$ cat src/rtl/rv_isa_pkg.sv
package rv_isa_pkg;

    // register index, rs1 rs2 and rd fields
    typedef logic [4:0] reg_addr_t;

    // integer register count, x0 included
    localparam int num_regs = 32;

    // major opcodes of the supported subset
    // upper immediate classes
    localparam logic [6:0] opc_lui = 7'b0110111;
    localparam logic [6:0] opc_auipc = 7'b0010111;

    // jumps
    localparam logic [6:0] opc_jal = 7'b1101111;
    localparam logic [6:0] opc_jalr = 7'b1100111;

    // register-immediate arithmetic, only addi kept
    localparam logic [6:0] opc_op_imm = 7'b0010011;

    // register-register arithmetic, only add kept
    localparam logic [6:0] opc_op = 7'b0110011;

    // funct3 zero
    // shared by add, addi and jalr
    localparam logic [2:0] f3_add = 3'b000;

    // funct7 of add, sub would set bit 5
    localparam logic [6:0] f7_add = 7'b0000000;

    // full ebreak word, system opcode with imm 1
    localparam logic [31:0] inst_ebreak = 32'h00100073;

endpackage

$ cat src/rtl/core_cfg_pkg.sv
package core_cfg_pkg;

    // data and address width
    localparam int xlen = 32;

    // one machine word
    typedef logic [xlen-1:0] word_t;

    // first fetch address after reset
    localparam word_t reset_pc = 32'h8000_0000;

    // fetch queue entries, power of two
    localparam int queue_depth = 4;

    // pointer width for the fetch queue
    localparam int queue_ptr_w = $clog2(queue_depth);

    // one fetched word with the pc it came from
    typedef struct packed {
        word_t pc;
        word_t inst;
    } fetch_entry_t;

endpackage

$ cat src/rtl/fetch_queue_if.sv
`timescale 1ns/1ps

interface fetch_queue_if;

    // producer side
    logic push;
    core_cfg_pkg::fetch_entry_t push_entry;
    logic full;

    // consumer side
    logic pop;
    logic flush;
    core_cfg_pkg::fetch_entry_t head;
    logic empty;

    // fetch unit
    modport producer (
        output push,
        output push_entry,
        input  full
    );

    // the queue itself
    modport buffer (
        input  push,
        input  push_entry,
        output full,
        input  pop,
        input  flush,
        output head,
        output empty
    );

    // execute unit
    modport consumer (
        output pop,
        output flush,
        input  head,
        input  empty
    );

endinterface

$ cat src/rtl/inst_fetch.sv
`timescale 1ns/1ps

module inst_fetch (
    input  logic                clk,
    input  logic                rst_n,
    fetch_queue_if.producer     q,
    input  logic                redirect,
    input  core_cfg_pkg::word_t redirect_pc,
    input  logic                halt,
    output core_cfg_pkg::word_t imem_addr,
    input  core_cfg_pkg::word_t imem_rdata
);

    // fetch pc
    core_cfg_pkg::word_t pc;

    // low in the first cycle out of reset
    logic running;

    // push condition
    logic do_push;

    // program memory answers in the same cycle
    assign imem_addr = pc;

    // room in queue, core alive, no redirect pending
    assign do_push = running && !q.full && !halt && !redirect;

    assign q.push = do_push;

    // entry pairs the word with its address
    assign q.push_entry = '{pc: pc, inst: imem_rdata};

    always_ff @(posedge clk) begin
        if (!rst_n) begin
            running <= 1'b0;
        end else begin
            running <= 1'b1;
        end
    end

    always_ff @(posedge clk) begin
        if (!rst_n) begin
            pc <= core_cfg_pkg::reset_pc;
        end else if (redirect) begin
            // jump target wins over sequential step
            pc <= redirect_pc;
        end else if (do_push) begin
            // next word only once this one is queued
            pc <= pc + 32'd4;
        end
    end

    // pc stays word aligned
    assert property (@(posedge clk) disable iff (!rst_n)
        pc[1:0] == 2'b00);

endmodule

$ cat src/rtl/fetch_queue.sv
`timescale 1ns/1ps

module fetch_queue (
    input  logic          clk,
    input  logic          rst_n,
    fetch_queue_if.buffer q
);

    // entry storage, no reset
    core_cfg_pkg::fetch_entry_t mem [core_cfg_pkg::queue_depth];

    // circular pointers
    logic [core_cfg_pkg::queue_ptr_w-1:0] wr_ptr;
    logic [core_cfg_pkg::queue_ptr_w-1:0] rd_ptr;

    // occupancy, one extra bit for the full case
    logic [core_cfg_pkg::queue_ptr_w:0] count;

    // full and empty straight from the count
    assign q.full = (count == (core_cfg_pkg::queue_ptr_w + 1)'(core_cfg_pkg::queue_depth));
    assign q.empty = (count == '0);

    // oldest entry
    assign q.head = mem[rd_ptr];

    // write slot
    // a flushed push is dropped
    always_ff @(posedge clk) begin
        if (q.push && !q.flush) begin
            mem[wr_ptr] <= q.push_entry;
        end
    end

    always_ff @(posedge clk) begin
        if (!rst_n || q.flush) begin
            // flush also drops the push and pop of this cycle
            wr_ptr <= '0;
            rd_ptr <= '0;
            count  <= '0;
        end else begin
            if (q.push) begin
                wr_ptr <= wr_ptr + 1'b1;
            end
            if (q.pop) begin
                rd_ptr <= rd_ptr + 1'b1;
            end
            // count moves only when one side acts alone
            case ({q.push, q.pop})
                2'b10: count <= count + 1'b1;
                2'b01: count <= count - 1'b1;
                default: count <= count;
            endcase
        end
    end

    // fetch unit honours full
    assert property (@(posedge clk) disable iff (!rst_n)
        q.push |-> !q.full);

    // execute unit honours empty
    assert property (@(posedge clk) disable iff (!rst_n)
        q.pop |-> !q.empty);

endmodule

$ cat src/rtl/int_regfile.sv
`timescale 1ns/1ps

module int_regfile (
    input  logic                  clk,
    input  logic                  rst_n,
    input  logic                  wen,
    input  rv_isa_pkg::reg_addr_t waddr,
    input  core_cfg_pkg::word_t   wdata,
    input  rv_isa_pkg::reg_addr_t raddr1,
    output core_cfg_pkg::word_t   rdata1,
    input  rv_isa_pkg::reg_addr_t raddr2,
    output core_cfg_pkg::word_t   rdata2
);

    // x0 to x31
    core_cfg_pkg::word_t regs [rv_isa_pkg::num_regs];

    // combinational reads
    assign rdata1 = regs[raddr1];
    assign rdata2 = regs[raddr2];

    always_ff @(posedge clk) begin
        if (!rst_n) begin
            for (int i = 0; i < rv_isa_pkg::num_regs; i++) begin
                regs[i] <= '0;
            end
        end else if (wen && waddr != '0) begin
            // x0 writes fall away here
            regs[waddr] <= wdata;
        end
    end

    // x0 stays zero whatever the execute unit sends
    assert property (@(posedge clk) disable iff (!rst_n)
        regs[0] == '0);

endmodule

$ cat src/rtl/rv_exec.sv
`timescale 1ns/1ps

module rv_exec (
    input  logic                  clk,
    input  logic                  rst_n,
    fetch_queue_if.consumer       q,
    input  logic                  run,
    output logic                  redirect,
    output core_cfg_pkg::word_t   redirect_pc,
    output logic                  rf_wen,
    output rv_isa_pkg::reg_addr_t rf_waddr,
    output core_cfg_pkg::word_t   rf_wdata,
    output rv_isa_pkg::reg_addr_t rf_raddr1,
    input  core_cfg_pkg::word_t   rf_rdata1,
    output rv_isa_pkg::reg_addr_t rf_raddr2,
    input  core_cfg_pkg::word_t   rf_rdata2,
    output logic                  retire,
    output core_cfg_pkg::word_t   retire_pc,
    output rv_isa_pkg::reg_addr_t retire_rd,
    output core_cfg_pkg::word_t   retire_wdata,
    output logic                  halt,
    output logic                  illegal
);

    // instruction fields
    core_cfg_pkg::word_t   inst, pc;
    logic [6:0]            opcode, funct7;
    logic [2:0]            funct3;
    logic [7:0]            hot_funct3;
    rv_isa_pkg::reg_addr_t rd;
    // class selects
    logic is_i, is_u, is_j, is_r;
    // one-hot operation selects
    logic is_lui, is_auipc, is_jal, is_jalr, is_addi, is_add, is_ebreak;
    logic bad_op, fire, halted;
    // immediates and results
    core_cfg_pkg::word_t imm_i, imm_u, imm_j, imm;
    core_cfg_pkg::word_t link, rs1_sum, wdata;

    assign inst = q.head.inst;
    assign pc   = q.head.pc;
    assign opcode = inst[6:0];
    assign funct3 = inst[14:12];
    assign funct7 = inst[31:25];
    assign rd     = inst[11:7];
    assign hot_funct3 = 8'b1 << funct3;

    // opcode classes
    assign is_i = (opcode == rv_isa_pkg::opc_op_imm) || (opcode == rv_isa_pkg::opc_jalr);
    assign is_u = (opcode == rv_isa_pkg::opc_lui) || (opcode == rv_isa_pkg::opc_auipc);
    assign is_j = (opcode == rv_isa_pkg::opc_jal);
    assign is_r = (opcode == rv_isa_pkg::opc_op);

    // operations
    assign is_lui    = is_u && opcode[5];
    assign is_auipc  = is_u && !opcode[5];
    assign is_jal    = is_j;
    assign is_jalr   = is_i && opcode[6] && hot_funct3[rv_isa_pkg::f3_add];
    assign is_addi   = is_i && !opcode[6] && hot_funct3[rv_isa_pkg::f3_add];
    assign is_add    = is_r && hot_funct3[rv_isa_pkg::f3_add] && (funct7 == rv_isa_pkg::f7_add);
    assign is_ebreak = (inst == rv_isa_pkg::inst_ebreak);

    // anything else stops the core as illegal
    assign bad_op = !(is_lui || is_auipc || is_jal || is_jalr || is_addi || is_add || is_ebreak);

    // sign-extended immediates
    assign imm_i = {{20{inst[31]}}, inst[31:20]};
    assign imm_u = {inst[31:12], 12'b0};
    assign imm_j = {{11{inst[31]}}, inst[31], inst[19:12], inst[20], inst[30:21], 1'b0};

    // only one class active at a time
    assign imm = ({core_cfg_pkg::xlen{is_i}} & imm_i)
               | ({core_cfg_pkg::xlen{is_u}} & imm_u)
               | ({core_cfg_pkg::xlen{is_j}} & imm_j);

    assign link    = pc + 32'd4;
    // addi result and jalr target base
    assign rs1_sum = rf_rdata1 + imm;

    assign wdata = ({core_cfg_pkg::xlen{is_lui}} & imm)
                 | ({core_cfg_pkg::xlen{is_auipc}} & (pc + imm))
                 | ({core_cfg_pkg::xlen{is_jal || is_jalr}} & link)
                 | ({core_cfg_pkg::xlen{is_addi}} & rs1_sum)
                 | ({core_cfg_pkg::xlen{is_add}} & (rf_rdata1 + rf_rdata2));

    // one instruction per cycle when allowed
    assign fire  = run && !q.empty && !halted;
    assign q.pop = fire;

    // register file
    assign rf_raddr1 = inst[19:15];
    assign rf_raddr2 = inst[24:20];
    assign rf_waddr  = rd;
    assign rf_wdata  = wdata;
    // ebreak and illegal write nothing
    assign rf_wen    = fire && !is_ebreak && !bad_op;

    // jumps steer fetch and drop the wrong path
    assign redirect    = fire && (is_jal || is_jalr);
    assign q.flush     = redirect;
    assign redirect_pc = is_jalr ? {rs1_sum[31:1], 1'b0} : (pc + imm_j);

    // sticky stop state until reset
    always_ff @(posedge clk) begin
        if (!rst_n) begin
            halted  <= 1'b0;
            illegal <= 1'b0;
            retire  <= 1'b0;
        end else begin
            if (fire && (is_ebreak || bad_op)) begin
                halted <= 1'b1;
            end
            if (fire && bad_op) begin
                illegal <= 1'b1;
            end
            // illegal word never retires
            retire <= fire && !bad_op;
        end
    end

    // retire payload held between strobes
    // the ebreak word has rd zero and selects no result
    always_ff @(posedge clk) begin
        if (fire) begin
            retire_pc    <= pc;
            retire_rd    <= rd;
            retire_wdata <= wdata;
        end
    end

    // halt covers ebreak and illegal stops
    assign halt = halted;

    // jump targets land on word boundaries
    assert property (@(posedge clk) disable iff (!rst_n)
        redirect |-> redirect_pc[1:0] == 2'b00);

endmodule

$ cat src/rtl/rv_core_top.sv
`timescale 1ns/1ps

module rv_core_top (
    input  logic                  clk,
    input  logic                  rst_n,
    output core_cfg_pkg::word_t   imem_addr,
    input  core_cfg_pkg::word_t   imem_rdata,
    input  logic                  run,
    output logic                  retire,
    output core_cfg_pkg::word_t   retire_pc,
    output rv_isa_pkg::reg_addr_t retire_rd,
    output core_cfg_pkg::word_t   retire_wdata,
    output logic                  halt,
    output logic                  illegal
);

    // fetch to execute path
    fetch_queue_if u_q ();

    // jump path back to fetch
    logic                redirect;
    core_cfg_pkg::word_t redirect_pc;

    // register file ports
    logic                  rf_wen;
    rv_isa_pkg::reg_addr_t rf_waddr, rf_raddr1, rf_raddr2;
    core_cfg_pkg::word_t   rf_wdata, rf_rdata1, rf_rdata2;

    inst_fetch u_fetch (
        .clk         (clk),
        .rst_n       (rst_n),
        .q           (u_q.producer),
        .redirect    (redirect),
        .redirect_pc (redirect_pc),
        .halt        (halt),
        .imem_addr   (imem_addr),
        .imem_rdata  (imem_rdata)
    );

    fetch_queue u_queue (
        .clk   (clk),
        .rst_n (rst_n),
        .q     (u_q.buffer)
    );

    rv_exec u_exec (
        .clk          (clk),
        .rst_n        (rst_n),
        .q            (u_q.consumer),
        .run          (run),
        .redirect     (redirect),
        .redirect_pc  (redirect_pc),
        .rf_wen       (rf_wen),
        .rf_waddr     (rf_waddr),
        .rf_wdata     (rf_wdata),
        .rf_raddr1    (rf_raddr1),
        .rf_rdata1    (rf_rdata1),
        .rf_raddr2    (rf_raddr2),
        .rf_rdata2    (rf_rdata2),
        .retire       (retire),
        .retire_pc    (retire_pc),
        .retire_rd    (retire_rd),
        .retire_wdata (retire_wdata),
        .halt         (halt),
        .illegal      (illegal)
    );

    int_regfile u_regfile (
        .clk    (clk),
        .rst_n  (rst_n),
        .wen    (rf_wen),
        .waddr  (rf_waddr),
        .wdata  (rf_wdata),
        .raddr1 (rf_raddr1),
        .rdata1 (rf_rdata1),
        .raddr2 (rf_raddr2),
        .rdata2 (rf_rdata2)
    );

endmodule

$ cat config.mk
export PLATFORM = sky130hd
export DESIGN_NAME = rv_core_top
export DESIGN_NICKNAME = d
export VERILOG_FILES = /design/src/rtl/rv_isa_pkg.sv /design/src/rtl/core_cfg_pkg.sv /design/src/rtl/fetch_queue_if.sv /design/src/rtl/inst_fetch.sv /design/src/rtl/fetch_queue.sv /design/src/rtl/int_regfile.sv /design/src/rtl/rv_exec.sv /design/src/rtl/rv_core_top.sv
export SDC_FILE = /design/constraint.sdc
export NUM_CORES = 2
export LEC_CHECK = 0
export ABC_AREA = 0
export CAP_MARGIN = 30
export CORE_AREA = 2 2 407 368
export DETAILED_ROUTE_END_ITERATION = 10
export DIE_AREA = 0 0 409 370
export DONT_BUFFER_PORTS = 1
export GPL_ROUTABILITY_DRIVEN = 0
export PLACE_DENSITY = 0.63
export SLEW_MARGIN = 10
export SYNTH_ARGS = -nofsm -noshare
export SYNTH_HDL_FRONTEND = slang
export SYNTH_SLANG_ARGS = --single-unit
export TNS_END_PERCENT = 20
$ cat constraint.sdc
create_clock -name clk -period 20.9 [get_ports clk]
set_input_delay 4.18 -clock clk [delete_from_list [all_inputs] [get_ports clk]]
set_output_delay 4.18 -clock clk [all_outputs]
set_load 0.02 [all_outputs]
==> results.py <==
metrics = {
    "sta": {
        "hold_viol": 0,
        "maxSlewViolCount": 0,
        "tightestPinTransition_ps": 1130,
        "maxSlewHeadroom_pct": 22.9,
        "hold-worst-slack_ps": 525,
        "rsz0062_at_grt": "no",
        "fmax_ghz": 0.106,
        "skew_ps": 26.4,
        "finalCriticalPeriod_ps": 9460,
        "finalSetupTns_ps": 0,
        "setup_viol": 0,
        "fin_crit_sh_pct": 45.3,
    },
    "finish": {
        "utilization_pct": 54.8,
        "final_nets": 5197,
        "drive_gt1_share_pct": 24.2,
        "synthToLayoutAreaGrowth_pct": 10.4,
        "instances_no_fill": 7118,
    },
    "drt": {
        "wirelength_um": 245000,
        "firstDrtPassIters": 6,
        "top_layer": "met5",
        "routed-wl-met3_um": 29700,
        "route.detailed.drc": 0,
        "drt-met1-wl_um": 94900,
        "postRouteAntennaNets": 0,
        "drt_iter0_markers": 7907,
        "met2_length_um": 108000,
        "vias": 48815,
        "routed_via_density": 6.86,
        "post_drt_wl_per_cell_um": 34.4,
    },
    "global_route": {
        "grt_usage_pct": 32.3,
        "antenna_found_initial": 3,
        "first_global_vias": 47256,
        "grt_max_degree": 121,
        "grt.overflow.total": 0,
        "grt_pass1_wl_um": 346000,
    },
    "critical_path": {
        "endpoint_kind": "register",
        "r2r_setup_slack_ps": 11440,
        "path_class": "reg2reg",
        "required_ps": 21440,
        "worstPathArrival_ps": 10000,
        "cp-start-kind": "register",
        "path_max_fanout": 85,
    },
    "placement": {
        "post-dp-hpwl_um": 152000,
        "io_buffers": 0,
        "dp.cells": 6848,
    },
    "synthesis": {
        "synthSimpleGateAreaFrac_pct": 8.93,
        "synth_compound_area_share_pct": 4.80,
        "async_flop_share_pct": 0,
        "ys_types": 82,
        "synth-edff-count": 1349,
        "synthMuxAreaShare_pct": 22.6,
        "synth.largest_area_cell": "edfxtp_1",
        "synth_ff_type": "edfxtp_1",
        "syn_area_per_cell_sq_um": 14.3,
        "yosys.area.top_type_share_pct": 55.4,
        "yosysWarnings": 0,
        "synth_top_family_by_area": "multiplexers",
        "synth_xor_area_share_pct": 1.97,
        "netlist_area_sq_um": 73100,
        "ys_seq_area_share_pct": 56.6,
        "ys_seq_elements": 1394,
        "syn_inst": 5101,
        "yosys-top-cells-area": "edfxtp_1 55%, mux4_2 21%, nor2_1 5.8%",
        "yosys.area_share.adder_pct": 2.36,
    },
    "clock_network": {
        "cts.repair.resized": 0,
        "clk_path_buf_depth": 3,
        "clockRootBuffer": "clkbuf_16",
        "cts_tree": "done",
        "cts_hold_buf": 0,
        "htreeDepth": 4,
        "cts_buffers": 145,
        "cts_setup_buffers": 0,
        "clk_pin_slew_worst_paths_ps": 60,
        "insertion_delay_ps": 810,
        "cts.sinks": 1394,
    },
    "die": {
        "fp.dieH_um": 370,
        "die_w_um": 409,
        "start_util_pct": 49.6,
        "die_area_sq_um": 151000,
        "ios": 139,
        "coreArea_sq_um": 147000,
        "num_rows": 134,
    },
    "pwr": {
        "power_leakage_nw": 27.1,
        "power_w": 0.0114,
        "p_per_area_nw_per_um2": 141,
        "ir_drop_mv": 0.119,
    },
    "flow_run": {
        "drv_cap": 0,
    },
    "status": {
        "status": "finished clean",
    },
    "hold_path": {
        "hp-class": "reg2reg",
    },
}
placed cells by master (no fill, tap or decap), types with 13 or more instances in the layout:
master        n
mux2i_1      49
mux4_2      676
o21ai_0      93
dfxtp_1      43
clkbuf_16   147
and2_1       13
inv_1        80
clkbuf_1     35
nand2_2      59
a31oi_1      24
nand2_1     142
conb_1       32
a211oi_1     42
clkinv_2     26
nand4_1      30
clkinv_1     25
nor2b_1      25
o211ai_1     14
xnor2_1      84
xor2_1       78
nand3_1      52
a21o_1       57
a21oi_1     132
buf_4       146
a221oi_4     15
ha_1        130
o22ai_1      14
nor3_1       27
edfxtp_1   1349
o21bai_1     14
nor2_1     1128
and3_1       21
mux2_2       69
nand2b_1     25
worst paths after layout:
kind | start | end | cells after the start
max | register | u_regfile.regs[31][31] | 23
min | u_queue.count[1] | u_queue.count[1] | 2
max reg2reg | register | u_regfile.regs[31][31] | 23
min reg2reg | u_queue.count[1] | u_queue.count[1] | 2
cell type report:
| type | count | area, sq um |
|---|---|---|
| Antenna cell | 1 | 2.50 |
| Clock buffer | 183 | 3820 |
| Clock inverter | 82 | 857 |
| Fill cell | 11739 | 66600 |
| Inverter | 87 | 358 |
| Multi-Input combinational cell | 3241 | 30500 |
| Sequential cell | 1394 | 41400 |
| Tap cell | 1972 | 2470 |
| Timing Repair Buffer | 158 | 1330 |
cell families after synthesis:
| family | count (synthesis) |
|---|---|
| xor+xnor | 163 |
| mux | 798 |
| other cells | 1 |
| flops | 1394 |
| fa+ha+maj | 135 |
| simple gates | 1583 |
| buf+inv | 497 |
| compound gates | 530 |
stage by stage:
stage / instance area (sq um) / setup slack [ps]
after floorplan: 73200 / 12200
after global placement: 75900 / 11270
after detailed placement: 76000 / 11360
after CTS: 80700 / 11360
after global routing: 80800 / 10920
final: 80800 / 11440
critical path: stages (launching register included):
cell and delay, ps:
dfxtp_4 560, buf_4 580, mux2_2 280, o21ai_1 60, buf_4 210, inv_8 380, buf_12 570, buf_4 690
buf_4 450, buf_16 310, mux4_2 530, mux4_2 490, mux2_2 280, ha_1 380, a21oi_1 280, a21oi_1 100
or3b_2 470, o41ai_1 750, o21ai_0 310, a31oi_1 300, xnor3_1 270, a21oi_2 140, buf_4 350, nor2_1 90
state kept, by name (all words and copies together), names as in the netlist, named ones only:
signal,count
u_exec.retire,1
u_fetch.running,1
u_exec.illegal,1
u_queue.count,3
u_exec.halt,1
u_exec.retire_pc,32
u_queue.wr_ptr,2
u_exec.retire_rd,5
u_exec.retire_wdata,32
u_regfile.regs,1024
u_fetch.imem_addr,32
u_queue.rd_ptr,2
u_queue.mem,256
power by group:
group	internal (W)	switching (W)
clock	0.00145	0.00115
combinational	0.00214	0.00321
sequential	0.00329	0.000150
metal layers:
metal | vias to the layer above | GRT usage, %
li1 | 19572 | -
met1 | 25335 | 46.3
met2 | 3321 | 47.4
met3 | 583 | 7.53
met4 | 4 | 13.9
met5 | - | 0
cells in the mapped netlist, drive strengths merged, types with 57 or more instances:
master and n:
mux4 676, inv 84, xor2 78, xnor2 84
a21o 57, nand2 204, clkbuf 317, ha 130
o21ai 96, buf 93, nor2 1131, a21oi 139
mux2 73, edfxtp 1349
No activity file was read; power rests on OpenSTA's default activity.
